## src/rv_core_pkg.sv

```systemverilog
package rv_core_pkg;

  // data memory byte lanes per word
  localparam int num_lanes = 4;

  typedef logic [num_lanes-1:0] byte_en_t;

  typedef enum logic [3:0] {
    alu_add,
    alu_sub,
    alu_sll,
    alu_slt,
    alu_sltu,
    alu_xor,
    alu_srl,
    alu_sra,
    alu_or,
    alu_and,
    // operand b straight through, for LUI
    alu_pass_b
  } alu_op_t;

  typedef enum logic [1:0] {
    size_byte,
    size_half,
    size_word
  } store_size_t;

endpackage

```

## src/rv_isa_pkg.sv

```systemverilog
package rv_isa_pkg;

  localparam int xlen = 32;

  typedef logic [4:0]      reg_addr_t;
  typedef logic [xlen-1:0] word_t;

  // major opcodes kept by this core
  typedef enum logic [6:0] {
    opcode_lui    = 7'b0110111,
    opcode_op_imm = 7'b0010011,
    opcode_op     = 7'b0110011,
    opcode_branch = 7'b1100011,
    opcode_store  = 7'b0100011,
    opcode_system = 7'b1110011
  } opcode_t;

  // alu funct3, shared by OP and OP_IMM
  localparam logic [2:0] f3_add  = 3'b000;
  localparam logic [2:0] f3_sll  = 3'b001;
  localparam logic [2:0] f3_slt  = 3'b010;
  localparam logic [2:0] f3_sltu = 3'b011;
  localparam logic [2:0] f3_xor  = 3'b100;
  localparam logic [2:0] f3_sr   = 3'b101;
  localparam logic [2:0] f3_or   = 3'b110;
  localparam logic [2:0] f3_and  = 3'b111;

  // branch funct3
  localparam logic [2:0] f3_beq  = 3'b000;
  localparam logic [2:0] f3_bne  = 3'b001;
  localparam logic [2:0] f3_blt  = 3'b100;
  localparam logic [2:0] f3_bge  = 3'b101;
  localparam logic [2:0] f3_bltu = 3'b110;
  localparam logic [2:0] f3_bgeu = 3'b111;

  // store funct3
  localparam logic [2:0] f3_sb = 3'b000;
  localparam logic [2:0] f3_sh = 3'b001;
  localparam logic [2:0] f3_sw = 3'b010;

  // selects SUB, SRA and SRAI
  localparam logic [6:0] funct7_alt = 7'b0100000;

  typedef struct packed {
    logic [6:0] funct7;
    reg_addr_t  rs2;
    reg_addr_t  rs1;
    logic [2:0] funct3;
    reg_addr_t  rd;
    logic [6:0] opcode;
  } r_fmt_t;

  typedef struct packed {
    logic [11:0] imm;
    reg_addr_t   rs1;
    logic [2:0]  funct3;
    reg_addr_t   rd;
    logic [6:0]  opcode;
  } i_fmt_t;

  typedef struct packed {
    logic [6:0] imm_hi;
    reg_addr_t  rs2;
    reg_addr_t  rs1;
    logic [2:0] funct3;
    logic [4:0] imm_lo;
    logic [6:0] opcode;
  } s_fmt_t;

  // branch offset bits are scattered, bit 0 is implied zero
  typedef struct packed {
    logic       imm_12;
    logic [5:0] imm_10_5;
    reg_addr_t  rs2;
    reg_addr_t  rs1;
    logic [2:0] funct3;
    logic [3:0] imm_4_1;
    logic       imm_11;
    logic [6:0] opcode;
  } b_fmt_t;

  typedef struct packed {
    logic [19:0] imm;
    reg_addr_t   rd;
    logic [6:0]  opcode;
  } u_fmt_t;

  // one fetched word, viewed in each format
  typedef union packed {
    r_fmt_t r_fmt;
    i_fmt_t i_fmt;
    s_fmt_t s_fmt;
    b_fmt_t b_fmt;
    u_fmt_t u_fmt;
  } insn_t;

endpackage

```

## src/rv_regfile_if.sv

```systemverilog
interface rv_regfile_if;
  import rv_isa_pkg::*;

  reg_addr_t rs1;
  reg_addr_t rs2;
  word_t     rs1_data;
  word_t     rs2_data;
  reg_addr_t rd;
  word_t     wr_data;
  logic      wr_en;

  // decoder side, picks indices and issues the write
  modport dec (
    output rs1, rs2, rd, wr_data, wr_en,
    input  rs2_data
  );

  modport rf (
    input  rs1, rs2, rd, wr_data, wr_en,
    output rs1_data, rs2_data
  );

endinterface

```

## src/rv_alu.sv

```systemverilog
module rv_alu (
  input  rv_isa_pkg::word_t    a,
  input  rv_isa_pkg::word_t    b,
  input  rv_core_pkg::alu_op_t op,
  output rv_isa_pkg::word_t    result
);
  import rv_isa_pkg::*;
  import rv_core_pkg::*;

  logic       sub_sel;
  word_t      b_eff;
  word_t      sum;
  logic [4:0] shamt;

  // one adder serves add and sub
  assign sub_sel = op == alu_sub;
  assign b_eff   = sub_sel ? ~b : b;
  assign sum     = a + b_eff + {{(xlen-1){1'b0}}, sub_sel};
  assign shamt   = b[4:0];

  always_comb begin
    case (op)
      alu_add,
      alu_sub: result = sum;
      alu_sll: result = a << shamt;
      alu_slt: begin
        result = {{(xlen-1){1'b0}}, $signed(a) < $signed(b)};
      end
      alu_sltu: begin
        result = {{(xlen-1){1'b0}}, a < b};
      end
      alu_xor: result = a ^ b;
      alu_srl: result = a >> shamt;
      // sign fill from bit 31
      alu_sra: result = word_t'($signed(a) >>> shamt);
      alu_or:  result = a | b;
      alu_and: result = a & b;
      default: result = b;
    endcase
  end

endmodule

```

## src/rv_core_top.sv

```systemverilog
module rv_core_top (
  input  logic                  clk,
  input  logic                  rst,
  output rv_isa_pkg::word_t     imem_addr,
  input  rv_isa_pkg::word_t     imem_rdata,
  output rv_isa_pkg::word_t     dmem_addr,
  output rv_isa_pkg::word_t     dmem_wdata,
  output rv_core_pkg::byte_en_t dmem_we,
  output logic                  halt
);
  import rv_isa_pkg::*;
  import rv_core_pkg::*;

  alu_op_t     alu_op;
  word_t       imm;
  word_t       alu_b;
  word_t       alu_result;
  logic        is_branch;
  logic        is_ecall;
  logic [2:0]  branch_funct;
  logic        store_en;
  store_size_t store_size;

  rv_regfile_if rf_bus ();

  rv_decoder decoder_i (
    .insn         (imem_rdata),
    .halt         (halt),
    .rf           (rf_bus),
    .alu_result   (alu_result),
    .alu_op       (alu_op),
    .imm          (imm),
    .alu_b        (alu_b),
    .is_branch    (is_branch),
    .is_ecall     (is_ecall),
    .branch_funct (branch_funct),
    .store_en     (store_en),
    .store_size   (store_size)
  );

  rv_regfile regfile_i (
    .clk (clk),
    .rst (rst),
    .rf  (rf_bus)
  );

  rv_alu alu_i (
    .a      (rf_bus.rs1_data),
    .b      (alu_b),
    .op     (alu_op),
    .result (alu_result)
  );

  // pc goes straight out as the fetch address
  rv_pc_unit pc_unit_i (
    .clk          (clk),
    .rst          (rst),
    .rs1_data     (rf_bus.rs1_data),
    .rs2_data     (rf_bus.rs2_data),
    .is_branch    (is_branch),
    .branch_funct (branch_funct),
    .imm          (imm),
    .is_ecall     (is_ecall),
    .pc           (imem_addr),
    .halt         (halt)
  );

  rv_store_unit store_unit_i (
    .base     (rf_bus.rs1_data),
    .offset   (imm),
    .data     (rf_bus.rs2_data),
    .store_en (store_en),
    .size     (store_size),
    .addr     (dmem_addr),
    .wdata    (dmem_wdata),
    .we       (dmem_we)
  );

endmodule

```

## src/rv_decoder.sv

```systemverilog
module rv_decoder (
  input  rv_isa_pkg::word_t         insn,
  input  logic                      halt,
  rv_regfile_if.dec                 rf,
  input  rv_isa_pkg::word_t         alu_result,
  output rv_core_pkg::alu_op_t      alu_op,
  output rv_isa_pkg::word_t         imm,
  output rv_isa_pkg::word_t         alu_b,
  output logic                      is_branch,
  output logic                      is_ecall,
  output logic [2:0]                branch_funct,
  output logic                      store_en,
  output rv_core_pkg::store_size_t  store_size
);
  import rv_isa_pkg::*;
  import rv_core_pkg::*;

  insn_t w;
  word_t imm_i;
  word_t imm_s;
  word_t imm_b;
  word_t imm_u;
  logic  use_imm;
  logic  wr_req;
  logic  store_req;

  // alt picks sub or arithmetic shift
  function automatic alu_op_t alu_sel(input logic [2:0] f3, input logic alt);
    alu_op_t op;
    case (f3)
      f3_add:  op = alt ? alu_sub : alu_add;
      f3_sll:  op = alu_sll;
      f3_slt:  op = alu_slt;
      f3_sltu: op = alu_sltu;
      f3_xor:  op = alu_xor;
      f3_sr:   op = alt ? alu_sra : alu_srl;
      f3_or:   op = alu_or;
      default: op = alu_and;
    endcase
    return op;
  endfunction

  assign w = insn;

  // sign-extended immediates
  assign imm_i = {{20{w.i_fmt.imm[11]}}, w.i_fmt.imm};
  assign imm_s = {{20{w.s_fmt.imm_hi[6]}}, w.s_fmt.imm_hi, w.s_fmt.imm_lo};
  assign imm_b = {{20{w.b_fmt.imm_12}}, w.b_fmt.imm_11, w.b_fmt.imm_10_5,
                  w.b_fmt.imm_4_1, 1'b0};
  assign imm_u = {w.u_fmt.imm, 12'b0};

  always_comb begin
    alu_op     = alu_add;
    imm        = imm_i;
    use_imm    = 1'b0;
    wr_req     = 1'b0;
    is_branch  = 1'b0;
    is_ecall   = 1'b0;
    store_req  = 1'b0;
    store_size = size_word;
    case (w.r_fmt.opcode)
      opcode_lui: begin
        alu_op  = alu_pass_b;
        imm     = imm_u;
        use_imm = 1'b1;
        wr_req  = 1'b1;
      end
      opcode_op_imm: begin
        // upper imm bits only mean srai on the right-shift variant
        alu_op  = alu_sel(w.i_fmt.funct3,
                          w.i_fmt.funct3 == f3_sr && w.r_fmt.funct7 == funct7_alt);
        use_imm = 1'b1;
        wr_req  = 1'b1;
      end
      opcode_op: begin
        alu_op = alu_sel(w.r_fmt.funct3, w.r_fmt.funct7 == funct7_alt);
        // mul/div encodings fall through as no-ops
        wr_req = w.r_fmt.funct7 == 7'd0 || w.r_fmt.funct7 == funct7_alt;
      end
      opcode_branch: begin
        imm       = imm_b;
        is_branch = 1'b1;
      end
      opcode_store: begin
        imm       = imm_s;
        store_req = w.s_fmt.funct3 == f3_sb || w.s_fmt.funct3 == f3_sh ||
                    w.s_fmt.funct3 == f3_sw;
        if (w.s_fmt.funct3 == f3_sb) begin
          store_size = size_byte;
        end else if (w.s_fmt.funct3 == f3_sh) begin
          store_size = size_half;
        end
      end
      opcode_system: begin
        // ecall only, every other field zero
        is_ecall = w.i_fmt.imm == 12'd0 && w.i_fmt.rs1 == 5'd0 &&
                   w.i_fmt.funct3 == 3'd0 && w.i_fmt.rd == 5'd0;
      end
      default: begin
      end
    endcase
  end

  assign rf.rs1     = w.r_fmt.rs1;
  assign rf.rs2     = w.r_fmt.rs2;
  assign rf.rd      = w.r_fmt.rd;
  assign rf.wr_data = alu_result;
  // no side effects once halted
  assign rf.wr_en   = wr_req && !halt && w.r_fmt.rd != 5'd0;
  assign store_en   = store_req && !halt;

  assign alu_b        = use_imm ? imm : rf.rs2_data;
  assign branch_funct = w.b_fmt.funct3;

endmodule

```

## src/rv_pc_unit.sv

```systemverilog
module rv_pc_unit (
  input  logic              clk,
  input  logic              rst,
  input  rv_isa_pkg::word_t rs1_data,
  input  rv_isa_pkg::word_t rs2_data,
  input  logic              is_branch,
  input  logic [2:0]        branch_funct,
  input  rv_isa_pkg::word_t imm,
  input  logic              is_ecall,
  output rv_isa_pkg::word_t pc,
  output logic              halt
);
  import rv_isa_pkg::*;

  logic  taken;
  word_t next_pc;

  always_comb begin
    case (branch_funct)
      f3_beq:  taken = rs1_data == rs2_data;
      f3_bne:  taken = rs1_data != rs2_data;
      f3_blt:  taken = $signed(rs1_data) < $signed(rs2_data);
      f3_bge:  taken = $signed(rs1_data) >= $signed(rs2_data);
      f3_bltu: taken = rs1_data < rs2_data;
      f3_bgeu: taken = rs1_data >= rs2_data;
      // reserved encodings fall through
      default: taken = 1'b0;
    endcase
  end

  assign next_pc = (is_branch && taken) ? pc + imm : pc + 32'd4;

  // halt is sticky until reset, pc parks on the ecall
  always_ff @(posedge clk) begin
    if (rst) begin
      pc   <= '0;
      halt <= 1'b0;
    end else if (!halt) begin
      if (is_ecall) begin
        halt <= 1'b1;
      end else begin
        pc <= next_pc;
      end
    end
  end

endmodule

```

## src/rv_regfile.sv

```systemverilog
module rv_regfile (
  input logic   clk,
  input logic   rst,
  rv_regfile_if.rf rf
);
  import rv_isa_pkg::*;

  // x0 has no storage
  word_t regs [1:31];

  always_ff @(posedge clk) begin
    if (rst) begin
      for (int i = 1; i < 32; i++) begin
        regs[i] <= '0;
      end
    end else if (rf.wr_en && rf.rd != 5'd0) begin
      regs[rf.rd] <= rf.wr_data;
    end
  end

  always_comb begin
    rf.rs1_data = '0;
    rf.rs2_data = '0;
    if (rf.rs1 != 5'd0) begin
      rf.rs1_data = regs[rf.rs1];
    end
    if (rf.rs2 != 5'd0) begin
      rf.rs2_data = regs[rf.rs2];
    end
  end

endmodule

```

## src/rv_store_unit.sv

```systemverilog
module rv_store_unit (
  input  rv_isa_pkg::word_t         base,
  input  rv_isa_pkg::word_t         offset,
  input  rv_isa_pkg::word_t         data,
  input  logic                      store_en,
  input  rv_core_pkg::store_size_t  size,
  output rv_isa_pkg::word_t         addr,
  output rv_isa_pkg::word_t         wdata,
  output rv_core_pkg::byte_en_t     we
);
  import rv_isa_pkg::*;
  import rv_core_pkg::*;

  word_t    ea;
  byte_en_t lanes;

  assign ea   = base + offset;
  // word aligned, lanes pick the bytes
  assign addr = {ea[xlen-1:2], 2'b00};

  always_comb begin
    case (size)
      size_byte: begin
        wdata = {4{data[7:0]}};
        lanes = byte_en_t'(4'b0001 << ea[1:0]);
      end
      size_half: begin
        wdata = {2{data[15:0]}};
        lanes = ea[1] ? 4'b1100 : 4'b0011;
      end
      default: begin
        wdata = data;
        lanes = 4'b1111;
      end
    endcase
  end

  assign we = store_en ? lanes : '0;

endmodule
```

## config.mk

```make
export PLATFORM = sky130hd
export DESIGN_NAME = rv_core_top
export DESIGN_NICKNAME = d
export VERILOG_FILES = /design/src/rv_core_pkg.sv /design/src/rv_isa_pkg.sv /design/src/rv_regfile_if.sv /design/src/rv_alu.sv /design/src/rv_core_top.sv /design/src/rv_decoder.sv /design/src/rv_pc_unit.sv /design/src/rv_regfile.sv /design/src/rv_store_unit.sv
export SDC_FILE = /design/constraint.sdc
export NUM_CORES = 2
export LEC_CHECK = 0
export BUFFER_PORTS_ARGS = -buffer_cell sky130_fd_sc_hd__buf_2
export CAP_MARGIN = 20
export CORE_UTILIZATION = 45
export DETAILED_ROUTE_END_ITERATION = 10
export PLACE_DENSITY = 0.68
export RECOVER_POWER = 100
export SETUP_SLACK_MARGIN = 0.2
export SLEW_MARGIN = 20
export SYNTH_ARGS = -nofsm -noshare
export SYNTH_HDL_FRONTEND = slang
export SYNTH_SLANG_ARGS = --single-unit
```

## constraint.sdc

```tcl
create_clock -name clk -period 7.39 [get_ports clk]
set_input_delay 1.1085 -clock clk [delete_from_list [all_inputs] [get_ports clk]]
set_output_delay 1.1085 -clock clk [all_outputs]
set_load 0.02 [all_outputs]
```

==> key figures <==
Outcome
  • Status: complete, but fails checks
  • Failing checks: max-capacitance violations, max-slew violations

Timing
  • Final Cycle Share: 0.9834
  • Total negative slack: 0 ns
  • RSZ-0062 raised after global routing: no
  • FMAX: 137.6 MHz
  • Fin Hold WS: 0.5461 ns
  • Slew Viols, Final: 572
  • Minimum clock period after layout: 7.267 ns
  • Worst-Margin Slew: 2.637 ns
  • Slew headroom: -0.7583
  • # setup viols final: 0
  • Worst clock skew: 0.1017 ns
  • Final Hold Viols: 0

Clock tree
  • Clk Tree Root Cell: clkbuf_16
  • Deepest clock path buffer count: 3
  • Clock sinks: 1057
  • Clk slew on worst S/H paths: 0.06 ns
  • Setup bufs post-CTS: 0
  • Number of buffers created by CTS: 110
  • TritonCTS clock tree: built
  • Clk_lat worst skew: 0.80 ns
  • H-tree depth: 3

Logic synthesis
  • Synth warnings: 0
  • Mapped Area: 68990 um2
  • Synth Flop Type: edfxtp_1
  • Syn Inst Count: 6000
  • Sequential element share of the synthesized area: 0.4553
  • Mean post-synth cell area: 11.50 um2
  • Post-synthesis cell type count: 115
  • Post-synth EDFFs: 1024
  • Seq cells post-synth: 1057
  • Post-synth ARST share: 0

Setup path
  • CP max FO: 50
  • Crit path kind: primary input to register
  • Crit end category: register
  • Worst-path cell chain: buf_8 -> mux4_2 -> and2_1 -> a2111oi_0 -> buf_4 -> nor4_2 -> nor2_4 -> buf_4 -> buf_4 -> inv_2 -> buf_12 -> clkbuf_2 -> ha_1 -> a2111oi_0 -> nand2_1 -> a41oi_1 -> o31a_1 -> a311o_2 -> clkbuf_2 -> nor2_1
  • Worst EP arrival: 7.74 ns
  • Slowest cell on the critical path: clkbuf_2
  • WP data required: 7.86 ns
  • Peak per-stage delay on the critical path: 1.27 ns
  • Crit path buf inv count: 8
  • Worst path top cell family by delay: buffers and inverters
  • Startpoint types: primary input
  • Most used cell, CP: buf_4

Global route
  • Gr usage total: 0.3678
  • Largest net degree at the start of global routing: 65
  • GRT overflow: 0
  • Vias in the first global route: 54726
  • First-pass GRT wire length: 406300 um
  • Initial antenna violation count: 20

Placed design
  • Dpl hpwl: 205700 um
  • Number of buffers added on ports: 132
  • # placed instances: 8171
  • GPL Wtd Cong: 1.050

Cells and area
  • Most frequent cells in the layout: 1232 x nor2_1, 1024 x edfxtp_1, 490 x mux4_2
  • Share of cells above drive strength 1: 0.2096
  • Final net count: 6520
  • P&R area growth vs syn: 12.64%
  • Layout Utilization: 0.5110
  • Fin cells: 8389
  • Commonest non-fill, non-tap cell in the layout: nor2_1

Floorplan
  • Die Width: 393.6 um
  • Row count: 143
  • DIE AREA: 154900 um2
  • Core Area: 152100 um2
  • Chip height: 393.6 um
  • IO Pins: 135
  • Starting Density: 0.4536

Power and ir drop
  • Leak: 30.02 nW
  • Flop pwr share: 0.380
  • Switching share of power: 0.3608
  • Comb power frac: 0.319
  • Clock network power share: 0.301
  • Power, Total: 18.29 mW
  • P_int: 11.69 mW
  • Maximum vdd drop: 0.2545 mV
  • P_sw: 6.599 mW
  • PD cells: 235.3 nW/um2

Detailed routing
  • Routed len/inst: 34.91 um
  • Iteration-0 DRC Markers: 9817
  • Number of vias per cell: 6.870
  • Vias: 57629
  • DRC: 0
  • Post-Route WL: 292900 um
  • Antenna Nets Post-Route: 0
  • TritonRoute pass-1 iters: 6

Job
  • Max Cap Viol: 25

Hold path
  • Min-delay worst type: register to register
## per-layer routing
metal	GRT usage	part of all wire
met2	0.5310	0.42
met5	0	0.00050
met4	0.2019	0.068
met3	0.1040	0.15
met1	0.4998	0.37
## power by group through the flow
stage / clock network (mW) / registers (mW) / logic, mW
finish: 5.50 / 6.96 / 5.83
global route: 5.72 / 6.98 / 5.98
CTS: 5.50 / 6.94 / 5.84
detailed placement: 0 / 7.07 / 5.78
global placement: 0 / 7.04 / 5.76
floorplan: 0 / 7.02 / 3.31
## registers in the layout, summed over array words and instances (netlist names)
register,count
regfile_i.regs,1024
pc_unit_i.halt,1
pc_unit_i.pc,32
## metrics by stage
| step | cell area [um2] | setup slack (ns) |
|---|---|---|
| 2_1_floorplan | 69130 | 0.2157 |
| 3_3_place_gp | 74700 | -0.4919 |
| 3_5_place_dp | 74700 | -0.5039 |
| 4_1_cts | 78490 | 0.2358 |
| 5_1_grt | 77690 | 0.1045 |
| 6_report | 77710 | 0.1230 |
## logic make-up (layout without fill, tap and decap cells)
group           Yosys count  in the layout  synth area share
simple gates           2082           2082            0.1323
flops                  1057           1057            0.4553
compound gates         1031           1031            0.1012
mux                     823            823            0.2101
buf+inv                 675            991           0.04650
fa+ha+maj               225            225           0.04113
xor+xnor                106            106           0.01346
other cells               1             44        0.00005435
## area by class of cell
type,count,area (um2)
Multi-Input combinational cell,4301,34670
Sequential cell,1057,31410
Clock buffer,129,2824
Clock inverter,71,675.6
Inverter,154,583.1
Timing Repair Buffer,637,4985
Antenna cell,10,25.02
Fill cell,13365,74370
Tap cell,2030,2540
## what timing repair did
action / in CTS / in global routing
resized for setup: 23 / 22
hold buffers: 0 / 0
endpoints found under the setup margin: 11 / 8
cloned: 5 / 1
pin swaps: 1 / 4
## cells in the mapped netlist (54+ instances only)
cell / n / area (um2)
nand3_1: 117 / 585.6
nand2b_1: 58 / 362.9
clkbuf_1: 275 / 1032
nand2_1: 331 / 1242
mux2_2: 54 / 608.1
mux2i_1: 273 / 2733
buf_2: 158 / 790.8
a22oi_1: 69 / 518.0
inv_1: 141 / 529.3
edfxtp_1: 1024 / 30750
a21oi_1: 269 / 1346
o21ai_0: 194 / 970.9
a21o_1: 89 / 668.1
nor2_1: 1237 / 4643
xnor2_1: 71 / 621.9
mux4_2: 490 / 11040
ha_1: 222 / 2778
nor3_1: 80 / 400.4
## worst paths after layout
path	startpoint	to	slack (ns)	cells past startpoint
worst max register to register	regfile_i.regs[2][1]	regfile_i.regs[6][1]	0.51	19
worst min-delay path	pc_unit_i.pc[0]	pc_unit_i.pc[0]	0.55	2
worst min register to register	pc_unit_i.pc[0]	pc_unit_i.pc[0]	0.55	2
worst max-delay path	imem_rdata[20]	regfile_i.regs[6][1]	0.12	20
## worst reg2reg max path: cells and delay by family (launching register included)
family                     cells  cell delay [ns]
AOI/OAI and AO/OA              5             1.71
adders and majority gates      1             0.27
and+or+nand+nor                5             0.63
DFF                            1             0.41
muxes                          1             0.49
buffers and inverters          7             3.05
No activity file was read; power rests on OpenSTA's default activity.
